$ cat src/verilog/mem_pkg.sv
`default_nettype none

package mem_pkg;

    // byte address and data word widths of the memory bus
    parameter int ADDR_W = 32;
    parameter int DATA_W = 32;

    // one strobe per byte lane
    parameter int BE_W = DATA_W / 8;

    // access width of a load or store
    typedef enum logic [1:0] {
        BYTE,
        HALFWORD,
        WORD
    } data_width_e;

endpackage

`default_nettype wire

$ cat src/verilog/mem_arbiter.sv
`timescale 1ns/1ps
`default_nettype none

module mem_arbiter import mem_pkg::*; (
    input  wire logic              clk,
    input  wire logic              nRST,
    input  wire logic              d_read_i,
    input  wire logic              d_write_i,
    input  wire logic [ADDR_W-1:0] d_addr_i,
    input  wire logic [DATA_W-1:0] d_wdata_i,
    input  wire logic [BE_W-1:0]   d_be_i,
    output logic                   d_hit_o,
    input  wire logic              f_read_i,
    input  wire logic [ADDR_W-1:0] f_addr_i,
    output logic                   f_hit_o,
    output logic                   mem_read_o,
    output logic                   mem_write_o,
    output logic      [ADDR_W-1:0] mem_addr_o,
    output logic      [DATA_W-1:0] mem_wdata_o,
    output logic      [BE_W-1:0]   mem_be_o,
    input  wire logic              mem_hit_i
);

    typedef enum logic [1:0] {GNT_NONE, GNT_DATA, GNT_FETCH} grant_e;

    grant_e grant;   // locked owner, from acceptance until the hit
    grant_e sel;     // owner of the bus in this cycle
    logic   d_req;

    assign d_req = d_read_i || d_write_i;

    // free bus goes straight to the waiting requester, data first
    always_comb begin
        if (grant != GNT_NONE) begin
            sel = grant;
        end else if (d_req) begin
            sel = GNT_DATA;
        end else if (f_read_i) begin
            sel = GNT_FETCH;
        end else begin
            sel = GNT_NONE;
        end
    end

    always_ff @(posedge clk, negedge nRST) begin
        if (!nRST) begin
            grant <= GNT_NONE;
        end else if (mem_hit_i) begin
            grant <= GNT_NONE;
        end else if (grant == GNT_NONE) begin
            grant <= sel;
        end
    end

    always_comb begin
        mem_read_o  = 1'b0;
        mem_write_o = 1'b0;
        mem_addr_o  = d_addr_i;
        mem_wdata_o = d_wdata_i;
        mem_be_o    = d_be_i;
        case (sel)
            GNT_DATA: begin
                mem_read_o  = d_read_i;
                mem_write_o = d_write_i && !d_read_i;   // read wins, as in the requester
            end
            GNT_FETCH: begin
                mem_read_o  = f_read_i;
                mem_addr_o  = f_addr_i;
                mem_wdata_o = '0;
                mem_be_o    = '1;
            end
            default: ;
        endcase
    end

    assign d_hit_o = mem_hit_i && (grant == GNT_DATA);
    assign f_hit_o = mem_hit_i && (grant == GNT_FETCH);

endmodule

`default_nettype wire

$ cat config.mk
export PLATFORM = sky130hd
export DESIGN_NAME = mem_arbiter
export DESIGN_NICKNAME = d
export VERILOG_FILES = /design/src/verilog/mem_pkg.sv /design/src/verilog/mem_arbiter.sv
export SDC_FILE = /design/constraint.sdc
export NUM_CORES = 1
export LEC_CHECK = 0
export ABC_AREA = 1
export BUFFER_PORTS_ARGS = -buffer_cell sky130_fd_sc_hd__buf_2
export CORE_MARGIN = 8
export CORE_UTILIZATION = 27
export DETAILED_ROUTE_END_ITERATION = 16
export GPL_TIMING_DRIVEN = 1
export PLACE_DENSITY_LB_ADDON = 0.2
export SYNTH_ARGS = -nofsm -noshare
export SYNTH_HDL_FRONTEND = slang
export SYNTH_SLANG_ARGS = --single-unit
$ cat constraint.sdc
create_clock -name clk -period 4.2 [get_ports clk]
set_input_delay 1.26 -clock clk [delete_from_list [all_inputs] [get_ports clk]]
set_output_delay 1.26 -clock clk [all_outputs]
set_load 0.03 [all_outputs]
==> run metrics <==
outcome=completed; Tmin final=3.80 ns; Core Box Area=0.00308 sq mm; CTS tree=done; Post-Synth Adder-Cell Area=2.84%; Post-CTS Setup Bufs=0; via count=1,645; crit share post-route=90.4%; Hold Buf Count CTS=0; largest net degree at the start of global routing=28; fillers=~350; crit path max fanout=26; H-tree levels=1; maxcap violations=0; syn_area_per_cell=4.31 sq um; Area Growth Syn to Fin=105%; initial antenna violation count=0; Highest Clock Rate=263 MHz; endpoint type of the worst setup path=output pin; Hold Path Origin=grant[1]$_DFFE_PN0P_; HP Class=reg2reg; GP Congestion=0.812; Slew @ Worst Pin=between 0.2 and 0.25 ns; post-route antenna net violation count=0; Setup crit start=d_read_i; Post-Syn Nets=312; n_diodes=0; clk slew on worst S/H paths=0.03 ns; Clk Latency, worst-skew pair=0.21 ns; clock sink total=2; Gate Count Post-Synth=roughly 200; most frequent cells in the layout=buf_2, nand2_1, inv_1, nor2_1, or2_1; vias per cell=a little under 4; Arr. time, crit path=2.54 ns; P_leak=1.39 nW; Startpoint Class=primary input; grt ovf=0; worst vdd ir=roughly 0.18 mV; Synth Area in Simple Gates=64.6%; Final Max Slew Viols=0; register area share after synthesis=5.69%; Seq cells post-synth=2; Clock Skews=0.000364 ns; dpl hpwl=4.45 mm; cell row count=20; wirelength, routed=approximately 5.0 mm; Nets=487; routed len/inst=11.8 microns; Total Routing Usage GR=around 17%; power per cell area=157 mW/mm^2; vias in the first global route=1,594; cts bufs inserted=3; multiplexer share of the synthesized area=0%; RR Startpoint=grant[0]$_DFFE_PN0P_; Setup TNS=0 ns; required time of the critical path=2.94 ns; hold_ws=about 0.64 ns; CTS max path bufs=2; Hold Fails Final Rpt=0; Ys Warns=0; Final Setup Violations=0; DRC=0; Slew headroom=83.8%; initial core utilization=28.6%; Pre-antenna DRT Iters=4; flop2flop setup slack=3.35 ns; RSZ-0062 raised after global routing=no; I/O pins=approximately 180; largest family of logic cells by synthesized area=simple AND/OR/NAND/NOR gates; post-synthesis xor/xnor area fraction=0%; kind of critical path=in2out; Synth Area in Compound Gates=0.569%; Final Util=58.7%; Biggest register=grant; Post-Syn Area=880 sq um; first-pass GRT wire length=~7.4 mm; CTS Root Cell=clkbuf_4; die footprint=~0.0053 sq mm; Chip Height=73.1 microns; Synth cell types=13; ratio of cells with drive above 1 in the final layout=49.3%; Post-CTS Resized=0; commonest non-fill, non-tap cell in the layout=buf_2; max FFs per register=2; Port-buffer cells=177; initial DRC count=36; Die Width=73.1 microns; Largest regs=grant (2)
[per-layer routing]
layer | vias up | wire (microns) | GRT usage (%)
met2 | 87 | 2530 | 32.9
met3 | 6 | 694 | 7.55
met1 | 641 | 1670 | 15.6
li1 | 911 | - | -
met5 | - | 0 | 0
met4 | 0 | 72 | 3.78
[layout make-up]
class	instances	area [sq um]	share of cell area, %
clock buffers	3	22.5	1.25
inverters	40	150	8.31
well taps	44	55.1	3.05
multi-input cells	151	601	33.2
repair buffers	181	928	51.4
flip-flops and latches	2	50.0	2.77
[stage by stage]
step,power [mW],setup WS (ns),area (sq um),cells
2_1_floorplan,0.151,0.470,880,204
3_3_place_gp,0.244,0.406,1780,418
4_1_cts,0.287,0.397,1810,421
6_report,0.283,0.401,1810,421
3_5_place_dp,0.245,0.402,1780,418
5_1_grt,0.305,0.171,1810,421
[path summary, 6_finish.rpt]
check,end,cells after the start
setup / recovery,mem_read_o,11
hold / removal,grant[0]$_DFFE_PN0P_,3
setup reg to reg,grant[1]$_DFFE_PN0P_,5
hold reg to reg,grant[0]$_DFFE_PN0P_,3
max in group asynchronous,grant[0]$_DFFE_PN0P_,1
min in group asynchronous,grant[1]$_DFFE_PN0P_,1
[where the power goes]
part / total (mW) / leakage (nW) / internal (mW) / switching, mW
sequential: 0.0208 / 0.0259 / 0.0204 / 0.000378
combinational: 0.223 / 1.35 / 0.0799 / 0.143
clock: 0.0392 / 0.0138 / 0.0313 / 0.00790
total: 0.283 / 1.39 / 0.132 / 0.151
[worst max-delay path, cell delays in order]
cell and delay [ns]:
buf_2 0.11, inv_1 0.06, nand2_1 0.05, nand2_1 0.05, nand2_1 0.07, inv_1 0.06
ha_2 0.20, buf_4 0.26, nand2_1 0.08, a21oi_1 0.13, buf_2 0.21
[logic make-up after synthesis]
| group | Yosys count |
|---|---|
| and+or+nand+nor | 148 |
| buffers and inverters | 51 |
| adders and majority gates | 2 |
| DFF | 2 |
| AOI/OAI and AO/OA | 1 |
[cell usage after synthesis]
| master | n | share of area, % |
|---|---|---|
| nor2_1 | 36 | 15 |
| nand2_1 | 106 | 45 |
| nor3_1 | 1 | 0.57 |
| buf_4 | 3 | 2.6 |
| buf_2 | 5 | 2.8 |
| inv_2 | 1 | 0.43 |
| nand3_1 | 1 | 0.57 |
| inv_1 | 39 | 17 |
| or2_1 | 4 | 2.8 |
| ha_1 | 2 | 2.8 |
| dfrtp_1 | 2 | 5.7 |
| a21oi_1 | 1 | 0.57 |
| buf_6 | 3 | 3.8 |
Power figures use the tool's default switching activity.
