File: src/verilog/mem_pkg.sv
`default_nettype none

package mem_pkg;

    // byte address and data word widths of the memory bus
    parameter int ADDR_W = 32;
    parameter int DATA_W = 32;

    // one strobe per byte lane
    parameter int BE_W = DATA_W / 8;

    // access width of a load or store
    typedef enum logic [1:0] {
        BYTE,
        HALFWORD,
        WORD
    } data_width_e;

endpackage

`default_nettype wire

File: src/verilog/fetch_unit.sv
`timescale 1ns/1ps
`default_nettype none

module fetch_unit import mem_pkg::*; (
    input  wire logic              clk,
    input  wire logic              nRST,
    input  wire logic              fetch_req_i,
    input  wire logic [ADDR_W-1:0] pc_i,
    output logic      [DATA_W-1:0] instr_o,
    output logic                   instr_valid_o,
    output logic                   bus_read_o,
    output logic      [ADDR_W-1:0] bus_addr_o,
    input  wire logic              bus_hit_i,
    input  wire logic [DATA_W-1:0] bus_rdata_i
);

    typedef enum logic {F_IDLE, F_WAIT} fstate_e;

    fstate_e state;

    always_ff @(posedge clk, negedge nRST) begin
        if (!nRST) begin
            state         <= F_IDLE;
            instr_o       <= '0;
            instr_valid_o <= 1'b0;
        end else begin
            instr_valid_o <= 1'b0;
            case (state)
                F_IDLE: begin
                    if (fetch_req_i && !instr_valid_o) begin  // held request waits a cycle
                        state <= F_WAIT;
                    end
                end
                F_WAIT: begin
                    if (bus_hit_i) begin
                        instr_o       <= bus_rdata_i;
                        instr_valid_o <= 1'b1;
                        state         <= F_IDLE;
                    end
                end
                default: state <= F_IDLE;
            endcase
        end
    end

    assign bus_read_o = (state == F_WAIT);
    assign bus_addr_o = {pc_i[ADDR_W-1:2], 2'b00};

endmodule

`default_nettype wire

File: config.mk
export PLATFORM = sky130hd
export DESIGN_NAME = fetch_unit
export DESIGN_NICKNAME = d
export VERILOG_FILES = /design/src/verilog/mem_pkg.sv /design/src/verilog/fetch_unit.sv
export SDC_FILE = /design/constraint.sdc
export NUM_CORES = 1
export LEC_CHECK = 0
export ABC_AREA = 1
export BUFFER_PORTS_ARGS = -buffer_cell sky130_fd_sc_hd__buf_2
export CAP_MARGIN = 20
export CORE_ASPECT_RATIO = 1.5
export CORE_MARGIN = 4
export CORE_UTILIZATION = 30
export DETAILED_ROUTE_END_ITERATION = 12
export PLACE_DENSITY = 0.66
export SYNTH_ARGS = -nofsm -noshare
export SYNTH_HDL_FRONTEND = slang
export SYNTH_SLANG_ARGS = --single-unit
File: constraint.sdc
create_clock -name clk -period 1 [get_ports clk]
set_clock_uncertainty 0.1 [all_clocks]
set_input_delay 0.1 -clock clk [delete_from_list [all_inputs] [get_ports clk]]
set_output_delay 0.1 -clock clk [all_outputs]
set_load 0.02 [all_outputs]
==> Flow_metrics.wiki <==
{| class="wikitable"
! Metric !! Value
|-
| Crit path capture type || flop
|-
| Final-report setup violation count || 56
|-
| Fraction of final layout cells with drive strength greater than 1 || 40.7%
|-
| IR drop worst, VDD || 1.06 mV
|-
| Number of H-tree branching levels || 2
|-
| P per Cell Area || 2260 mW/mm^2
|-
| Leading cell type in the layout, fill and taps excluded || sky130_fd_sc_hd__nand2_1
|-
| Remaining global-route overflow || 0
|-
| Ports || 134
|-
| Growth of design area from synthesis to finish || 61.6%
|-
| Number of buffers inserted by port buffering || 69
|-
| TritonCTS clock tree || yes
|-
| Share of the cycle needed by the critical path after routing || 115%
|-
| F_max || 867 MHz
|-
| Dpl cell area || 0.00184 sq mm
|-
| Floorplan die height || 99.7 microns
|-
| Via count of the first global-routing pass || 1643
|-
| Setup repair after global routing missed its margin || yes
|-
| Chip Width || 69.2 microns
|-
| Register area share after synthesis || 50.6%
|-
| Number of hold-slack violations in the final timing report || 0
|-
| Category of the worst setup path launch point || flop
|-
| Area inside the core boundary || 0.00545 sq mm
|-
| Via-to-Cell Ratio || 4.37
|-
| Arrival time of the worst setup path || 1.27 ns
|-
| CP Class || flop to flop
|-
| Worst path required time || 1.12 ns
|-
| Status || finished, violations left
|-
| Most frequent cells in the layout || sky130_fd_sc_hd__nand2_1 (59), sky130_fd_sc_hd__buf_2 (35), sky130_fd_sc_hd__dlygate4sd3_1 (34), sky130_fd_sc_hd__buf_6 (34)
|-
| WL/cell || 14.2 microns
|-
| Global-route wire length before repair || 8140 microns
|-
| Buffers from clock root to sink, at most || 2
|-
| Detailed router's first-iteration violation count || 40
|-
| Gate count after technology mapping || 182
|-
| Antenna Violating Nets Remaining || 0
|-
| Routability cong. || 0.684
|-
| Number of clock sinks seen by CTS || 34
|-
| DRT Wirelength || 4970 microns
|-
| Worst Setup Slack post-DPL || -0.0409 ns
|-
| Initial antenna violation count || 0
|-
| Clock insertion delay at the later pin of the skew report || 0.28 ns
|-
| Final std cell area, no fill || 0.00272 sq mm
|-
| Post-route minimum period || 1.15 ns
|-
| Total track usage || 15.0%
|-
| Largest net degree at the start of global routing || 35
|-
| Class of the most critical hold timing path || input pin to output port
|-
| Seq cells post-synth || 34
|-
| Post-Synthesis Mean Instance Area || 9.25 sq um
|-
| DP HPWL || 2580 microns
|-
| Clk root buf || sky130_fd_sc_hd__clkbuf_8
|-
| Final Worst Setup Slack || -0.153 ns
|-
| Worst Path Max Fanout || 8
|-
| Violated checks || negative setup slack
|-
| Number of buffers added by the clock tree synthesis step || 5
|-
| Synth Cell Area || 0.00168 sq mm
|-
| Ant. Diodes || 0
|-
| Number of optimization iterations in the first detailed-route pass || 4
|-
| Max-capacitance violation count || 0
|-
| Pleak || 0.00144 uW
|-
| Number of vias after detailed routing || 1529
|-
| Hold Worst Slack || 0.100 ns
|-
| Nets || 347
|-
| Number of library cell types mapped by synthesis || 11
|-
| Count of unresolved DRC violations after routing || 0
|-
| Max-slew violations || 0
|-
| Effective utilization at floorplan || 30.9%
|-
| Ys Warns || 0
|-
| Clock slew at reported path FFs || 0.07 ns
|-
| Die footprint || 0.00690 sq mm
|-
| Cell Rows || 33
|}
==> registers in the layout (all words and copies together) (netlist names) <==
register / count
instr_o: 32
bus_read_o: 1
instr_valid_o: 1
==> metal layers <==
layer / GRT usage [%] / part of all wire [%] / up-vias
met2: 27.9 / 55 / 51
met4: 10.7 / 4.9 / 0
met3: 2.73 / 4.9 / 29
met5: 0 / 0 / -
li1: - / - / 735
met1: 14.7 / 35 / 714
==> critical path, cell delays in order (launching register included) <==
cell	delay (ns)
sky130_fd_sc_hd__dfrtp_2	0.43
sky130_fd_sc_hd__buf_4	0.16
sky130_fd_sc_hd__buf_12	0.15
sky130_fd_sc_hd__nand2_4	0.12
sky130_fd_sc_hd__nand2_1	0.07
sky130_fd_sc_hd__nand2_1	0.06
==> cells in the mapped netlist <==
cell	instances	area (sq um)
sky130_fd_sc_hd__buf_4	34	255
sky130_fd_sc_hd__buf_6	5	56.3
sky130_fd_sc_hd__buf_8	1	15.0
sky130_fd_sc_hd__clkbuf_8	3	41.3
sky130_fd_sc_hd__conb_1	1	3.75
sky130_fd_sc_hd__dfrtp_1	34	851
sky130_fd_sc_hd__inv_1	4	15.0
sky130_fd_sc_hd__nand2_1	61	229
sky130_fd_sc_hd__nand2_2	5	31.3
sky130_fd_sc_hd__nand2_8	1	20.0
sky130_fd_sc_hd__nand3_1	33	165
==> logic make-up after synthesis <==
family | after synthesis | synth area share (%)
simple gates | 100 | 26.5
buf+inv | 47 | 22.7
flops | 34 | 50.6
other cells | 1 | 0.223
==> final timing paths <==
path,start,endpoint,slack [ns],cells past startpoint
setup / recovery,bus_read_o,instr_o[14],-0.15,5
hold / removal,pc_i[11],bus_addr_o[11],0.10,0
setup reg to reg,bus_read_o,instr_o[14],-0.15,5
hold reg to reg,instr_o[6],instr_o[6],0.39,2
max in group asynchronous,nRST,bus_read_o,0.39,3
min in group asynchronous,nRST,instr_o[30],0.20,3
==> through the flow <==
step	total power (uW)	instances	utilization, %	setup TNS [ns]
after detailed placement	3910	284	33.8	-0.935
after floorplan	3430	183	-	-2.25
final	6140	350	49.9	-4.12
after global routing	6520	350	49.9	-7.03
after CTS	5900	336	47.6	-4.97
after global placement	3860	284	33.8	-0.532
==> area by class of cell <==
type | instances | area [sq um]
fill | 509 | 2730
clock buffer | 7 | 86.3
multi-input combinational | 105 | 509
inverter | 4 | 15.0
timing repair buffer | 129 | 1160
sequential | 34 | 852
clock inverter | 1 | 5.00
tap | 70 | 87.6
==> where the power goes <==
part | internal (uW) | total (uW) | switching (uW) | leakage [uW]
sequential | 1810 | 2130 | 316 | 0.000421
clock | 555 | 1020 | 464 | 0.0000482
combinational | 1590 | 3000 | 1410 | 0.000966
total | 3960 | 6140 | 2190 | 0.00144
==> repair_timing <==
item	4_1_cts	5_1_grt
endpoints found under the setup margin	68	68
setup buffers	9	13
hold buffers	34	0
endpoints found under the hold margin	67	0
gates resized for setup	76	4
cloned	2	1
pin swaps	1	0
Power figures use the tool's default switching activity.
