[src/verilog/mem_pkg.sv]
`default_nettype none

package mem_pkg;

    // byte address and data word widths of the memory bus
    parameter int ADDR_W = 32;
    parameter int DATA_W = 32;

    // one strobe per byte lane
    parameter int BE_W = DATA_W / 8;

    // access width of a load or store
    typedef enum logic [1:0] {
        BYTE,
        HALFWORD,
        WORD
    } data_width_e;

endpackage

`default_nettype wire

[src/verilog/data_access_unit.sv]
`timescale 1ns/1ps
`default_nettype none

module data_access_unit import mem_pkg::*; (
    input  wire logic              clk,
    input  wire logic              nRST,
    input  wire logic              mem_read_i,
    input  wire logic              mem_write_i,
    input  wire logic [ADDR_W-1:0] addr_i,
    input  wire logic [DATA_W-1:0] wdata_i,
    input  wire data_width_e       width_i,
    output logic      [DATA_W-1:0] rdata_o,
    output logic                   done_o,
    output logic                   bus_read_o,
    output logic                   bus_write_o,
    output logic      [ADDR_W-1:0] bus_addr_o,
    output logic      [DATA_W-1:0] bus_wdata_o,
    output logic      [BE_W-1:0]   bus_be_o,
    input  wire logic              bus_hit_i,
    input  wire logic [DATA_W-1:0] bus_rdata_i
);

    typedef enum logic [1:0] {IDLE, READ, WRITE} state_e;

    state_e            state, next_state;
    logic [DATA_W-1:0] next_rdata;
    logic              next_done;
    logic [DATA_W-1:0] lane_data;   // addressed lane moved down to bit 0

    always_ff @(posedge clk, negedge nRST) begin
        if (!nRST) begin
            state   <= IDLE;
            rdata_o <= '0;
            done_o  <= 1'b0;
        end else begin
            state   <= next_state;
            rdata_o <= next_rdata;
            done_o  <= next_done;
        end
    end

    assign bus_read_o  = (state == READ);
    assign bus_write_o = (state == WRITE);
    assign bus_addr_o  = {addr_i[ADDR_W-1:2], 2'b00};   // word aligned

    // replicate the store data so every lane carries it, strobes pick one
    always_comb begin
        case (width_i)
            BYTE: begin
                bus_wdata_o = {4{wdata_i[7:0]}};
                bus_be_o    = 4'b0001 << addr_i[1:0];
            end
            HALFWORD: begin
                bus_wdata_o = {2{wdata_i[15:0]}};
                bus_be_o    = addr_i[1] ? 4'b1100 : 4'b0011;
            end
            default: begin
                bus_wdata_o = wdata_i;
                bus_be_o    = 4'b1111;
            end
        endcase
    end

    assign lane_data = bus_rdata_i >> {addr_i[1:0], 3'b000};

    always_comb begin
        next_state = state;
        next_rdata = rdata_o;
        next_done  = 1'b0;
        case (state)
            IDLE: begin
                // no new access in the done cycle, the requester drops then
                if (mem_read_i && !done_o) begin
                    next_state = READ;
                end else if (mem_write_i && !done_o) begin
                    next_state = WRITE;
                end
            end
            READ: begin
                if (bus_hit_i) begin
                    case (width_i)
                        BYTE:     next_rdata = {{24{lane_data[7]}}, lane_data[7:0]};
                        HALFWORD: next_rdata = {{16{lane_data[15]}}, lane_data[15:0]};
                        default:  next_rdata = lane_data;
                    endcase
                    next_done  = 1'b1;
                    next_state = IDLE;
                end
            end
            WRITE: begin
                if (bus_hit_i) begin
                    next_done  = 1'b1;
                    next_state = IDLE;
                end
            end
            default: next_state = IDLE;
        endcase
    end

endmodule

`default_nettype wire

[config.mk]
export PLATFORM = sky130hd
export DESIGN_NAME = data_access_unit
export DESIGN_NICKNAME = d
export VERILOG_FILES = /design/src/verilog/mem_pkg.sv /design/src/verilog/data_access_unit.sv
export SDC_FILE = /design/constraint.sdc
export NUM_CORES = 1
export LEC_CHECK = 0
export ABC_AREA = 1
export BUFFER_PORTS_ARGS = -buffer_cell sky130_fd_sc_hd__buf_2
export CAP_MARGIN = 10
export CORE_MARGIN = 2
export CORE_UTILIZATION = 45
export DETAILED_ROUTE_END_ITERATION = 12
export PLACE_DENSITY_LB_ADDON = 0.12
export RECOVER_POWER = 50
export SYNTH_ARGS = -nofsm -noshare
export SYNTH_HDL_FRONTEND = slang
export SYNTH_SLANG_ARGS = --single-unit
[constraint.sdc]
create_clock -name clk -period 3.1 [get_ports clk]
set_clock_uncertainty 0.2 [all_clocks]
set_input_delay 0.465 -clock clk [delete_from_list [all_inputs] [get_ports clk]]
set_output_delay 0.465 -clock clk [all_outputs]
set_load 0.05 [all_outputs]
==> results_dict.tcl <==
set metrics [dict create \
    gp_congestion 0.936 \
    grt_pass1_wl_mm 13.6 \
    r2r-end "rdata_o[8]" \
    syn-mean-instance-area_sq_um 6.43 \
    synth-seq-area-share 0.309 \
    hold_ws_ps 218 \
    crit-reg2reg-launch "state[1]" \
    grt_pass1_vias 2810 \
    period_needed_ps 2400 \
    drt_pass1_iterations 5 \
    hpwl_mm 6.56 \
    whs_path_depth 3 \
    wl_mm 8.51 \
    relSlewSlack -0.247 \
    peakVddDrop_mv 0.591 \
    dieWidth_microns 83.4 \
    syn_to_final_growth_pct 16.5 \
    htreeDepth 2 \
    hold_viol 0 \
    max_freq_mhz 417 \
    setup_violations 0 \
    path_buf_inv 3 \
    final_cell_mix "158 x nand2_1, 125 x buf_2, 41 x nor2_1, 40 x nand3_1, 35 x dfrtp_1" \
    powerDensity_mw_per_mm2 906 \
    dr_total_vias 3077 \
    placement_rows 28 \
    drtIter0Drc 235 \
    placed_area_sq_mm 0.00324 \
    die_y_microns 83.4 \
    grt_max_degree 41 \
    die_area_sq_mm 0.00695 \
    core_sq_mm 0.00599 \
    reg2reg_slack_ps 700 \
    status "finished, violations left" \
    cts_hold_buf 0 \
    violations "max-capacitance violations, max-slew violations" \
    finalNetCount 638 \
    clk_pin_slew_worst_paths_ps 70 \
    cp_top_family "buffers and inverters" \
    cts_buffer_depth 2 \
    drv_slew 36 \
    cp.required_ps 3070 \
    tightest_slew_ps 1870 \
    grt_antenna_before_repair 0 \
    crit_path_end_kind "register" \
    drcViolationCount 0 \
    power.leakage_nw 1.91 \
    worstHoldStart "bus_hit_i" \
    cpPeakStageDelay_ps 790 \
    cts_setup_buffers 0 \
    cap_violations 1 \
    final_common_cell "nand2_1" \
    num_antenna_cells 0 \
    mappedNetlistArea_sq_mm 0.00284 \
    root_buffer "clkbuf_8" \
    yosys.cell_types.count 23 \
    cts_sinks 35 \
    track_usage 0.241 \
    drive_gt1_frac 0.298 \
    crit_slowest_cell "inv_1" \
    min_path_type "in -> reg" \
    finalSetupTns_ps 0 \
    fin_crit_sh 0.774 \
    cts_resized 0 \
    worstSetupStartpointType "register" \
    wl_per_cell_microns 14.0 \
    cts_tree "done" \
    grt_setup_unrepaired "no" \
    path_cells "inv_1, ha_1, nand2_1, buf_4, inv_1, nand2_1, nor2_1, nor2_1" \
    cp_max_fo 40 \
    cp_data_arrival_time_ps 2370 \
    min_to "done_o" \
    via_per_inst 5.06 \
    synthCells 441 \
    startpoint "state[1]" \
    yosys_warnings 0 \
    synth-seq-cells 35 \
    drtAntennaViolNets 0 \
    grt_overflow 0 \
    initial_utilization 0.473 \
    cts_made_buffers 5 \
    port-buffer-count 143 \
    crit_type "reg -> reg" \
    ios 206 \
    final_cell_area_sq_mm 0.00330 \
    clkLatencyLatePin_ps 290 \
    worst_r2r_path_depth 8 \
]
report_power, final:
part / switching (mW) / internal (mW)
combinational: 1.42 / 0.458
clock: 0.163 / 0.158
sequential: 0.111 / 0.683
routing by layer:
metal | part of all wire | track usage | routed length, microns
met5 | 0 | 0 | 0
met3 | 0.084 | 0.0596 | 711
met4 | 0.013 | 0.0641 | 112
met1 | 0.48 | 0.353 | 4110
met2 | 0.42 | 0.353 | 3570
Yosys cell counts (all sizes together):
cell type,n,area [sq um]
nand2,160,606
nand3b,1,20.0
nand3,40,200
nor2,43,176
a21boi,1,7.51
buf,50,372
or2,16,100
clkbuf,11,41.3
o2111ai,1,8.76
o21ai,15,75.1
a31oi,1,6.26
dfrtp,35,876
ha,3,37.5
o211ai,15,113
inv,39,149
a21oi,9,45.0
conb,1,3.75
worst max-delay path by stage:
| stage | to | cells after the start |
|---|---|---|
| final | rdata_o[8] | 8 |
| after global routing | rdata_o[11] | 8 |
| after CTS | rdata_o[8] | 8 |
| after detailed placement | rdata_o[8] | 8 |
| after global placement | bus_wdata_o[28] | 5 |
| after floorplan | bus_be_o[0] | 6 |
worst min-delay path, delay by kind of cell:
family | cells | cell delay (ps)
buffers and inverters | 2 | 150
AND/OR/NAND/NOR | 1 | 60
stage by stage:
stage | std cells | worst slack (ps) | power (mW) | util
3_3_place_gp | 600 | 749 | 2.67 | 0.542
5_1_grt | 608 | 486 | 3.18 | 0.551
6_report | 608 | 702 | 2.99 | 0.551
2_1_floorplan | 442 | 324 | 2.37 | -
4_1_cts | 608 | 689 | 3.03 | 0.555
3_5_place_dp | 600 | 710 | 2.70 | 0.542
logic make-up after synthesis:
family,count (synthesis),synth area share
AOI/OAI and AO/OA,42,0.0900
DFF,35,0.309
and+or+nand+nor,260,0.389
adders and majority gates,3,0.0132
buffers and inverters,100,0.198
other,1,0.00132
flip-flops by register name, indices dropped and copies added, names as in the netlist:
register / flops
rdata_o: 32
done_o: 1
state: 2
area by class of cell:
type | instances | area [sq um]
inverters | 39 | 149
multi-input cells | 307 | 1400
repair buffers | 144 | 701
flip-flops and latches | 35 | 876
clock inverters | 1 | 5.00
well taps | 75 | 93.8
clock buffers | 7 | 76.3
fillers | 650 | 2690
Note: power is estimated with default switching activity, not from simulation.
